File: config.mk
export PLATFORM = sky130hd
export DESIGN_NAME = npmPrimitiveManager
export DESIGN_NICKNAME = d
export VERILOG_FILES = /design/src/npmPrimitivePkg.sv /design/src/npmApbRegisters.sv /design/src/npmPrimitiveDispatcher.sv /design/src/npmPhyResetPrimitive.sv /design/src/npmTimerPrimitive.sv /design/src/npmPhyDriver.sv /design/src/npmPrimitiveManager.sv
export SDC_FILE = /design/constraint.sdc
export NUM_CORES = 1
export LEC_CHECK = 0
export ABC_AREA = 1
export CAP_MARGIN = 20
export CORE_UTILIZATION = 60
export CTS_BUF_LIST = sky130_fd_sc_hd__clkbuf_8
export CTS_CLUSTER_SIZE = 25
export DETAILED_ROUTE_END_ITERATION = 8
export DONT_BUFFER_PORTS = 1
export GPL_TIMING_DRIVEN = 0
export HOLD_SLACK_MARGIN = 0.08
export PLACE_DENSITY = 0.76
export SETUP_SLACK_MARGIN = 0.2
export SLEW_MARGIN = 5
export SYNTH_ARGS = -nofsm -noshare
export SYNTH_HDL_FRONTEND = slang
export SYNTH_HIERARCHICAL = 1
export SYNTH_SLANG_ARGS = --single-unit
File: constraint.sdc
create_clock -name iSystemClock -period 5.4 [get_ports iSystemClock]
set_input_delay 1.08 -clock iSystemClock [delete_from_list [all_inputs] [get_ports iSystemClock]]
set_output_delay 1.08 -clock iSystemClock [all_outputs]
set_load 0.02 [all_outputs]
File: src/npmPrimitivePkg.sv
package npmPrimitivePkg;

    // opcodes live in the top nibble of the command word.
    localparam logic [3:0] opcodePhyReset  = 4'd1;
    localparam logic [3:0] opcodeTimedHold = 4'd2;

    // apb byte offsets.
    localparam logic [3:0] addrCommand    = 4'h0;
    localparam logic [3:0] addrStatus     = 4'h4;
    localparam logic [3:0] addrResetCount = 4'h8;
    localparam logic [3:0] addrDoneCount  = 4'hC;

    // default length of one phy reset pulse in clock cycles.
    localparam int defaultResetPulseCycles = 10;

    typedef struct packed {
        logic [3:0]  opcode;
        logic [23:0] reserved;
        logic [3:0]  repeatCount;
    } resetViewT;

    typedef struct packed {
        logic [3:0]  opcode;
        logic [11:0] reserved;
        logic [15:0] delayCycles;
    } timerViewT;

    // one command word, read through the view its opcode selects.
    typedef union packed {
        resetViewT resetView;
        timerViewT timerView;
    } primitiveCommandT;

endpackage

File: src/npmApbRegisters.sv
`timescale 1ns/100ps

module npmApbRegisters
    import npmPrimitivePkg::*;
(
    input  logic             iSystemClock,
    input  logic             iReset,
    input  logic             pSel,
    input  logic             pEnable,
    input  logic             pWrite,
    input  logic [3:0]       pAddr,
    input  logic [31:0]      pWData,
    output logic [31:0]      pRData,
    output logic             pReady,
    output logic             pSlvErr,
    input  logic             busy,
    input  logic             primitiveDone,
    input  logic             resetEdge,
    output logic             commandValid,
    output primitiveCommandT commandWord
);

    primitiveCommandT writeWord;
    primitiveCommandT commandReg;
    logic             access;
    logic             addrKnown;
    logic             commandWrite;
    logic             opcodeError;
    logic             accept;
    logic             statusClear;
    logic             doneFlag;
    logic [31:0]      resetCount;
    logic [31:0]      doneCount;

    assign writeWord    = pWData;
    assign access       = pSel & pEnable;
    assign addrKnown    = pAddr inside {addrCommand, addrStatus, addrResetCount, addrDoneCount};
    assign commandWrite = access & pWrite & (pAddr == addrCommand);

    // the opcode picks which view of the word gets checked.
    always_comb begin
        case (writeWord.resetView.opcode)
            opcodePhyReset:  opcodeError = (writeWord.resetView.repeatCount == 4'd0);
            opcodeTimedHold: opcodeError = (writeWord.timerView.delayCycles == 16'd0);
            default:         opcodeError = 1'b1;
        endcase
    end

    assign accept      = commandWrite & ~busy & ~opcodeError;
    assign statusClear = access & pWrite & (pAddr == addrStatus) & pWData[1];

    assign pReady  = 1'b1;
    assign pSlvErr = access & (~addrKnown | (commandWrite & (busy | opcodeError)));

    always_comb begin
        case (pAddr)
            addrCommand:    pRData = commandReg;
            addrStatus:     pRData = {30'd0, doneFlag, busy};
            addrResetCount: pRData = resetCount;
            addrDoneCount:  pRData = doneCount;
            default:        pRData = 32'd0;
        endcase
    end

    always_ff @(posedge iSystemClock or posedge iReset) begin
        if (iReset) begin
            commandValid <= 1'b0;
            commandReg   <= '0;
            doneFlag     <= 1'b0;
            resetCount   <= 32'd0;
            doneCount    <= 32'd0;
        end else begin
            commandValid <= accept;
            if (accept) begin
                commandReg <= writeWord;
            end
            // a completion in the same cycle wins over the clear.
            if (primitiveDone) begin
                doneFlag <= 1'b1;
            end else if (statusClear) begin
                doneFlag <= 1'b0;
            end
            if (resetEdge) begin
                resetCount <= resetCount + 32'd1;
            end
            if (primitiveDone) begin
                doneCount <= doneCount + 32'd1;
            end
        end
    end

    assign commandWord = commandReg;

endmodule

File: src/npmPrimitiveDispatcher.sv
`timescale 1ns/100ps

module npmPrimitiveDispatcher
    import npmPrimitivePkg::*;
(
    input  logic             iSystemClock,
    input  logic             iReset,
    input  logic             commandValid,
    input  primitiveCommandT commandWord,
    input  logic             resetReady,
    input  logic             resetLastStep,
    input  logic             timerBusy,
    input  logic             timerLastStep,
    output logic             resetStart,
    output logic             timerStart,
    output logic [15:0]      delayCycles,
    output logic             busy
);

    logic [3:0] repeatsLeft;
    logic       pulseBegin;
    logic       finalStep;
    logic [1:0] doneDelay;
    logic       busyReg;

    // the reset engine takes start whenever it reports ready.
    assign pulseBegin = resetStart & resetReady;

    // a reset ends on a last step that is not chained.
    assign finalStep = timerBusy ? timerLastStep : (resetLastStep & ~resetStart);

    always_ff @(posedge iSystemClock or posedge iReset) begin
        if (iReset) begin
            resetStart  <= 1'b0;
            timerStart  <= 1'b0;
            delayCycles <= 16'd0;
            repeatsLeft <= 4'd0;
            doneDelay   <= 2'b00;
            busyReg     <= 1'b0;
        end else begin
            timerStart <= 1'b0;
            if (commandValid) begin
                busyReg     <= 1'b1;
                delayCycles <= commandWord.timerView.delayCycles;
                case (commandWord.resetView.opcode)
                    opcodePhyReset: begin
                        resetStart  <= 1'b1;
                        repeatsLeft <= commandWord.resetView.repeatCount;
                    end
                    opcodeTimedHold: begin
                        timerStart <= 1'b1;
                    end
                    default: begin
                        busyReg <= 1'b0;
                    end
                endcase
            end else if (pulseBegin) begin
                repeatsLeft <= repeatsLeft - 4'd1;
                if (repeatsLeft == 4'd1) begin
                    resetStart <= 1'b0;
                end
            end
            // two stages cover the engine level and the driver register.
            doneDelay <= {doneDelay[0], finalStep};
            if (doneDelay[1]) begin
                busyReg <= 1'b0;
            end
        end
    end

    assign busy = busyReg | commandValid;

endmodule

File: src/npmPhyResetPrimitive.sv
`timescale 1ns/100ps

module npmPhyResetPrimitive
    import npmPrimitivePkg::*;
#(
    parameter int resetPulseCycles = defaultResetPulseCycles
) (
    input  logic iSystemClock,
    input  logic iReset,
    input  logic start,
    output logic ready,
    output logic lastStep,
    output logic engineResetLevel
);

    localparam int timerWidth = ($clog2(resetPulseCycles) > 0) ? $clog2(resetPulseCycles) : 1;

    // one-hot encoding.
    localparam logic [3:0] stateReset = 4'b0001;
    localparam logic [3:0] stateReady = 4'b0010;
    localparam logic [3:0] stateFirst = 4'b0100;
    localparam logic [3:0] stateLoop  = 4'b1000;

    logic [3:0]            stateCurrent;
    logic [3:0]            stateNext;
    logic                  readyReg;
    logic [timerWidth-1:0] timer;
    logic                  jobDone;
    logic                  levelReg;

    assign jobDone = (stateCurrent == stateLoop) &&
                     (timer == timerWidth'(resetPulseCycles - 1));

    always_ff @(posedge iSystemClock or posedge iReset) begin
        if (iReset) begin
            stateCurrent <= stateReset;
        end else begin
            stateCurrent <= stateNext;
        end
    end

    // a start seen on the last step chains straight into the next pulse.
    always_comb begin
        case (stateCurrent)
            stateReset: stateNext = stateReady;
            stateReady: stateNext = start ? stateFirst : stateReady;
            stateFirst: stateNext = stateLoop;
            stateLoop:  stateNext = jobDone ? (start ? stateFirst : stateReady) : stateLoop;
            default:    stateNext = stateReady;
        endcase
    end

    // outputs follow the state being entered.
    always_ff @(posedge iSystemClock or posedge iReset) begin
        if (iReset) begin
            readyReg <= 1'b0;
            timer    <= '0;
            levelReg <= 1'b0;
        end else begin
            readyReg <= (stateNext == stateReady);
            levelReg <= (stateNext == stateFirst) || (stateNext == stateLoop);
            if (stateNext == stateLoop) begin
                timer <= timer + 1'b1;
            end else begin
                timer <= '0;
            end
        end
    end

    assign ready            = readyReg | jobDone;
    assign lastStep         = jobDone;
    assign engineResetLevel = levelReg;

endmodule

File: src/npmTimerPrimitive.sv
`timescale 1ns/100ps

module npmTimerPrimitive (
    input  logic        iSystemClock,
    input  logic        iReset,
    input  logic        start,
    input  logic [15:0] delayCycles,
    output logic        busy,
    output logic        lastStep,
    output logic        engineHoldLevel
);

    logic [15:0] count;
    logic        holdReg;

    // the level stays high for count values delayCycles-1 down to 0.
    assign lastStep = holdReg & (count == 16'd0);

    always_ff @(posedge iSystemClock or posedge iReset) begin
        if (iReset) begin
            holdReg <= 1'b0;
            count   <= 16'd0;
        end else begin
            if (start) begin
                holdReg <= 1'b1;
                count   <= delayCycles - 16'd1;
            end else if (lastStep) begin
                holdReg <= 1'b0;
            end else if (holdReg) begin
                count <= count - 16'd1;
            end
        end
    end

    assign busy            = holdReg;
    assign engineHoldLevel = holdReg;

endmodule

File: src/npmPhyDriver.sv
`timescale 1ns/100ps

module npmPhyDriver (
    input  logic iSystemClock,
    input  logic iReset,
    input  logic engineResetLevel,
    input  logic engineHoldLevel,
    output logic phyReset,
    output logic phyHold,
    output logic primitiveDone,
    output logic resetEdge
);

    logic resetFalling;
    logic holdFalling;
    logic resetRising;

    // compare the engine level with the pin it is about to replace.
    assign resetRising  = engineResetLevel & ~phyReset;
    assign resetFalling = ~engineResetLevel & phyReset;
    assign holdFalling  = ~engineHoldLevel & phyHold;

    always_ff @(posedge iSystemClock or posedge iReset) begin
        if (iReset) begin
            phyReset      <= 1'b0;
            phyHold       <= 1'b0;
            primitiveDone <= 1'b0;
            resetEdge     <= 1'b0;
        end else begin
            phyReset      <= engineResetLevel;
            phyHold       <= engineHoldLevel;
            // both pulses line up with the pin change.
            primitiveDone <= resetFalling | holdFalling;
            resetEdge     <= resetRising;
        end
    end

endmodule

File: src/npmPrimitiveManager.sv
`timescale 1ns/100ps

module npmPrimitiveManager
    import npmPrimitivePkg::*;
#(
    parameter int resetPulseCycles = defaultResetPulseCycles
) (
    input  logic        iSystemClock,
    input  logic        iReset,
    input  logic        pSel,
    input  logic        pEnable,
    input  logic        pWrite,
    input  logic [3:0]  pAddr,
    input  logic [31:0] pWData,
    output logic [31:0] pRData,
    output logic        pReady,
    output logic        pSlvErr,
    output logic        phyReset,
    output logic        phyHold
);

    primitiveCommandT commandWord;
    logic             commandValid;
    logic             busy;
    logic             primitiveDone;
    logic             resetEdge;
    logic             resetStart;
    logic             resetReady;
    logic             resetLastStep;
    logic             timerStart;
    logic [15:0]      delayCycles;
    logic             timerBusy;
    logic             timerLastStep;
    logic             engineResetLevel;
    logic             engineHoldLevel;

    npmApbRegisters npmApbRegisters_i (
        .iSystemClock(iSystemClock), .iReset(iReset), .pSel(pSel), .pEnable(pEnable),
        .pWrite(pWrite), .pAddr(pAddr), .pWData(pWData), .pRData(pRData), .pReady(pReady),
        .pSlvErr(pSlvErr), .busy(busy), .primitiveDone(primitiveDone),
        .resetEdge(resetEdge), .commandValid(commandValid), .commandWord(commandWord)
    );

    npmPrimitiveDispatcher npmPrimitiveDispatcher_i (
        .iSystemClock(iSystemClock), .iReset(iReset), .commandValid(commandValid),
        .commandWord(commandWord), .resetReady(resetReady), .resetLastStep(resetLastStep),
        .timerBusy(timerBusy), .timerLastStep(timerLastStep), .resetStart(resetStart),
        .timerStart(timerStart), .delayCycles(delayCycles), .busy(busy)
    );

    npmPhyResetPrimitive #(.resetPulseCycles(resetPulseCycles)) npmPhyResetPrimitive_i (
        .iSystemClock(iSystemClock), .iReset(iReset), .start(resetStart),
        .ready(resetReady), .lastStep(resetLastStep), .engineResetLevel(engineResetLevel)
    );

    npmTimerPrimitive npmTimerPrimitive_i (
        .iSystemClock(iSystemClock), .iReset(iReset), .start(timerStart),
        .delayCycles(delayCycles), .busy(timerBusy), .lastStep(timerLastStep),
        .engineHoldLevel(engineHoldLevel)
    );

    npmPhyDriver npmPhyDriver_i (
        .iSystemClock(iSystemClock), .iReset(iReset), .engineResetLevel(engineResetLevel),
        .engineHoldLevel(engineHoldLevel), .phyReset(phyReset), .phyHold(phyHold),
        .primitiveDone(primitiveDone), .resetEdge(resetEdge)
    );

endmodule

# == Yosys cells after proc, flatten, opt, wreduce, memory -nomap -nowiden ==
# Index checks and enable logic that the tools add are counted.
# word_totals
regBits,154
elab_cells,114
output_inout_bits,36
mem_bits_rw,0
latch_bits,0
rom_bits,0
n_memories,0
input_bits,41
# op_classes
div,0
order_cmp,0
mul,0
eq_ne,17
n_mux,26
n_addsub,6
n_shift,0
n_bitwise,27
n_reduce_logical,17
# ops
operator,count
$pmux W32 S4,1
$add A32 B1 Y32 const B,2
$mux W16,3
$logic_not A16 Y1,2
$sub A16 B1 Y16 const B,2
$eq A4 B4 Y1 const B,5
$mux W4,5
$eq A4 B2 Y1 const B,4
$and A1 B1 Y1,15
$mux W1,14
$eq A4 B1 Y1 const B,3
$eq A4 B3 Y1 const B,3
$pmux W4 S3,1
$reduce_bool A2 Y1,6
$logic_not A4 Y1,2
$not A1 Y1,7
$or A1 B1 Y1,5
$add A4 B1 Y4 const B,1
$reduce_and A2 Y1,2
$reduce_bool A4 Y1,1
$sub A4 B1 Y4 const B,1
$mux W3,1
$reduce_and A3 Y1,1
$ne A2 B1 Y1 const B,1
other kinds (5),5

# == Logic depth before layout (Yosys ltp) ==
# logic_depth
ltp_word,6
mapped_depth,12
mapped_depth_nobuf,11

# == Modules after synthesis ==
# The synthesis kept the hierarchy.
# by_module_without_submodules
module,seq_area_each_um2,cells_per_inst,area_per_inst_um2,n_inst
npmApbRegisters,2452.4,659,5250.0,1
npmTimerPrimitive,425.4,247,1430.1,1
npmPrimitiveDispatcher,625.6,122,1108.6,1
npmPhyResetPrimitive,251.5,56,508.0,1
npmPhyDriver,100.1,11,126.4,1

# == Worst setup path before layout ==
# Ideal clock, no wire load.
# synth_path
path_type,input port to output port
startpoint,input port pAddr[1]
endpoint,output port pRData[10]
n_path_buf,1
path_stages,4
required_time_ns,4.320
arrival_time_ns,2.059
path_slack_ns,2.261
cell_sequence,nor2_2 nand3_1 clkbuf_1 o221ai_1
# synth_via
elab_chain_len,2
elab_cells_between_ends,5
# synth_rtl
item,line,text
from (decl),npmPrimitiveManager.sv:13,"input logic [3:0] pAddr,"
$eq A4 B4 Y1 (tied with other cells),npmApbRegisters.sv:56,case (pAddr)
$pmux W32 S4 (*),npmApbRegisters.sv:56,
to (decl),npmPrimitiveManager.sv:15,"output logic [31:0] pRData,"
# Every way passes the cells marked *; elsewhere a longest branch is shown, timed or not.

# == Final worst setup path ==
# Same ends and word-level chain as after synthesis.

==> impl_metrics.env <==
export IMPL_run_status="completed"
export IMPL_setup_violations=0
export IMPL_n_antenna_cell=0
export IMPL_syn_inst=1095
export IMPL_design_area_mm2=0.00910
export IMPL_fin_cells=1305
export IMPL_pwr_density_cell_mw_per_mm2=230
export IMPL_grt_max_degree=63
export IMPL_holdWs_ns=0.351
export IMPL_io_buffers=0
export IMPL_finalCritPeriodShare=0.687
export IMPL_placementRows=42
export IMPL_regToRegStartpoint="npmApbRegisters_i/commandValid$_DFF_PP0_"
export IMPL_dieArea_mm2=0.0145
export IMPL_reg2reg_depth=8
export IMPL_synthDominantCellAreaShare=0.455
export IMPL_dp_worst_setup_slack_ns=1.72
export IMPL_via_count=7142
export IMPL_worst_ir_drop_vdd_uv=221
export IMPL_finalMaxSlewViolations=0
export IMPL_cts_sinks=154
export IMPL_path_clk_slew_ns=0.09
export IMPL_r2r_end="npmApbRegisters_i/commandWord[15]$_DFFE_PP0P_"
export IMPL_grt_pass1_wl_um=35300
export IMPL_die_x_um=120
export IMPL_ys_top_cells_by_area="dfrtp_1 (45%), nand2_1 (19%), inv_1 (5.3%)"
export IMPL_cellLeakagePower_nw=4.65
export IMPL_grt_setup_unrepaired="no"
export IMPL_ys_seq_elements=154
export IMPL_dr_pass1_iters=8
export IMPL_fin_ws_ns=1.69
export IMPL_numCtsBuffers=17
export IMPL_fillers=1182
export IMPL_grt_use_total=0.320
export IMPL_seq_area_frac_synth=0.458
export IMPL_syn_nets=1143
export IMPL_grt_pass1_vias=6850
export IMPL_worstHoldPathType="flip-flop to flip-flop"
export IMPL_finalSetupTns_ns=0
export IMPL_drive_gt1_frac=0.100
export IMPL_final_util=0.676
export IMPL_cts_tree="built"
export IMPL_cp_required_ns=4.32
export IMPL_die_h_um=120
export IMPL_synth_cell_types=45
export IMPL_clk_path_buf_depth=2
export IMPL_cp_endpoint="pRData[10]"
export IMPL_area_growth_synth_to_final_pct=8.04
export IMPL_startpoint="pAddr[1]"
export IMPL_cts_setup_buffers=0
export IMPL_arrival_ns=2.63
export IMPL_worstPathMaxFanout=10
export IMPL_critPathCaptureType="output pin"
export IMPL_drtIter0Drc=779
export IMPL_yosysWarningCount=6
export IMPL_numPlacedInstances=1272
export IMPL_initial_core_util=0.626
export IMPL_finalPower_mw=2.10
export IMPL_via_per_inst=5.47
export IMPL_postCtsHoldBufs=0
export IMPL_cap_violations=0
export IMPL_relSlewSlack=0.527
export IMPL_post_drt_wl_per_cell_um=16.4
export IMPL_clock_skew_ns=0.00830
export IMPL_critical_path_class="primary input to output pin"
export IMPL_crit_path_start_kind="primary input"
export IMPL_cts_resized=0
export IMPL_timing_fmax_mhz=270
export IMPL_drt_wl_total_um=21300
export IMPL_tightest_slew_ns=0.708
export IMPL_grt_antenna_before_repair=0
export IMPL_grt_remaining_overflow=0
export IMPL_antenna_left=0
export IMPL_whs_path_depth=0
export IMPL_gp_congestion=0.951
export IMPL_drc=0
export IMPL_clk_latency_ns=0.45
export IMPL_cts_max_level=4
export IMPL_finalCriticalPeriod_ns=3.71
export IMPL_synth_area_mm2=0.00842
export IMPL_cts_root_buf="clkbuf_8"
export IMPL_post_dp_hpwl_um=16400
export IMPL_final_net_count=1164
export IMPL_io_pins=77
export IMPL_dpl_cell_area_mm2=0.00867
export IMPL_coreArea_mm2=0.0135
export IMPL_hold_viol=0
export IMPL_ff2ff_setup_slack_ns=3.22
export IMPL_syn_area_per_cell_um2=7.69
export IMPL_yosysTopAreaCell="dfrtp_1"
[worst max-delay path, cell delays in order]
cell,delay [ns]
nor2_2,0.16
nand3_1,0.33
clkbuf_1,0.40
o221ai_1,0.64
[sequential cells by signal, indices dropped and copies added, names as in the netlist, 2 cells and up]
| name | count |
|---|---|
| npmPrimitiveDispatcher_i/repeatsLeft | 4 |
| npmPhyResetPrimitive_i/stateCurrent | 4 |
| npmApbRegisters_i/doneCount | 32 |
| npmPhyResetPrimitive_i/timer | 4 |
| npmApbRegisters_i/resetCount | 32 |
| npmPrimitiveDispatcher_i/delayCycles | 16 |
| npmTimerPrimitive_i/count | 16 |
| npmPrimitiveDispatcher_i/doneDelay | 2 |
| npmApbRegisters_i/commandWord | 32 |
[placed cells by master (no fill, tap or decap), types with 3 or more instances in the layout]
cell type	n
o221ai_1	10
clkbuf_8	21
nand2_4	4
inv_2	15
inv_6	3
inv_1	118
o21ai_0	26
xor2_1	46
o21ai_1	11
ha_1	7
a21oi_1	7
nand3_2	6
nand2_2	7
dfrtp_1	153
clkbuf_1	7
buf_4	6
nor2_2	8
xnor2_1	10
nand3_1	66
clkinvlp_4	3
o21ai_2	3
nor3_1	17
o211ai_1	12
buf_2	6
clkinv_4	3
buf_6	5
nor2_4	8
nand4_1	21
nand2_1	418
nor2_1	70
[report_power, final]
group / internal (mW) / switching, mW
Sequential: 1.16 / 0.00727
Combinational: 0.0162 / 0.0474
Clock: 0.419 / 0.446
Total: 1.60 / 0.501
[cell usage after synthesis, drive strengths merged]
master	n
o31ai	1
xnor2	10
a21oi	7
nand3b	1
o2111ai	2
ha	7
a211oi	1
inv	134
clkinv	2
nand2	429
nand3	73
o21ai	40
nor4	2
buf	17
nand4	22
nor3	20
xor2	47
o21bai	2
clkbuf	8
dfstp	1
a31oi	2
dfrtp	153
o211ai	12
conb	2
nor2	87
or2	3
o221ai	10
[layout make-up]
class	instances	area [um2]	area share
Buffer	25	165	0.0181
Multi-Input combinational cell	780	3890	0.428
Clock buffer	21	289	0.0318
Timing Repair Buffer	2	55.1	0.00605
Inverter	136	513	0.0564
Sequential cell	154	3850	0.424
Tap cell	176	220	0.0242
Clock inverter	11	110	0.0121
[kinds of logic (layout without fill, tap and decap cells)]
logic type                 after synthesis  after routing  share of synthesized area
adders and majority gates                7              7                     0.0104
AOI/OAI and AO/OA                       77             77                     0.0581
and+or+nand+nor                        637            637                      0.333
other                                    2              2                   0.000892
buffers and inverters                  161            195                     0.0802
DFF                                    154            154                      0.458
xor gates and xnor gates                57             57                     0.0602
[per-layer routing]
metal / GRT usage / share of wire
met1: 0.455 / 0.45
met2: 0.483 / 0.45
met3: 0.0726 / 0.077
met4: 0.116 / 0.028
met5: 0 / 0
[how the worst min path moves through the flow]
stage                                               startpoint                                               to  slack, ns
6_report       npmPrimitiveDispatcher_i/doneDelay[0]$_DFF_PP0_  npmPrimitiveDispatcher_i/doneDelay[1]$_DFF_PP0_       0.35
4_1_cts        npmPrimitiveDispatcher_i/doneDelay[0]$_DFF_PP0_  npmPrimitiveDispatcher_i/doneDelay[1]$_DFF_PP0_       0.35
3_3_place_gp   npmPrimitiveDispatcher_i/doneDelay[0]$_DFF_PP0_  npmPrimitiveDispatcher_i/doneDelay[1]$_DFF_PP0_       0.33
5_1_grt        npmPrimitiveDispatcher_i/doneDelay[0]$_DFF_PP0_  npmPrimitiveDispatcher_i/doneDelay[1]$_DFF_PP0_       0.36
3_5_place_dp   npmPrimitiveDispatcher_i/doneDelay[0]$_DFF_PP0_  npmPrimitiveDispatcher_i/doneDelay[1]$_DFF_PP0_       0.34
2_1_floorplan  npmPrimitiveDispatcher_i/doneDelay[0]$_DFF_PP0_  npmPrimitiveDispatcher_i/doneDelay[1]$_DFF_PP0_       0.33
Note: power is estimated with default switching activity, not from simulation.
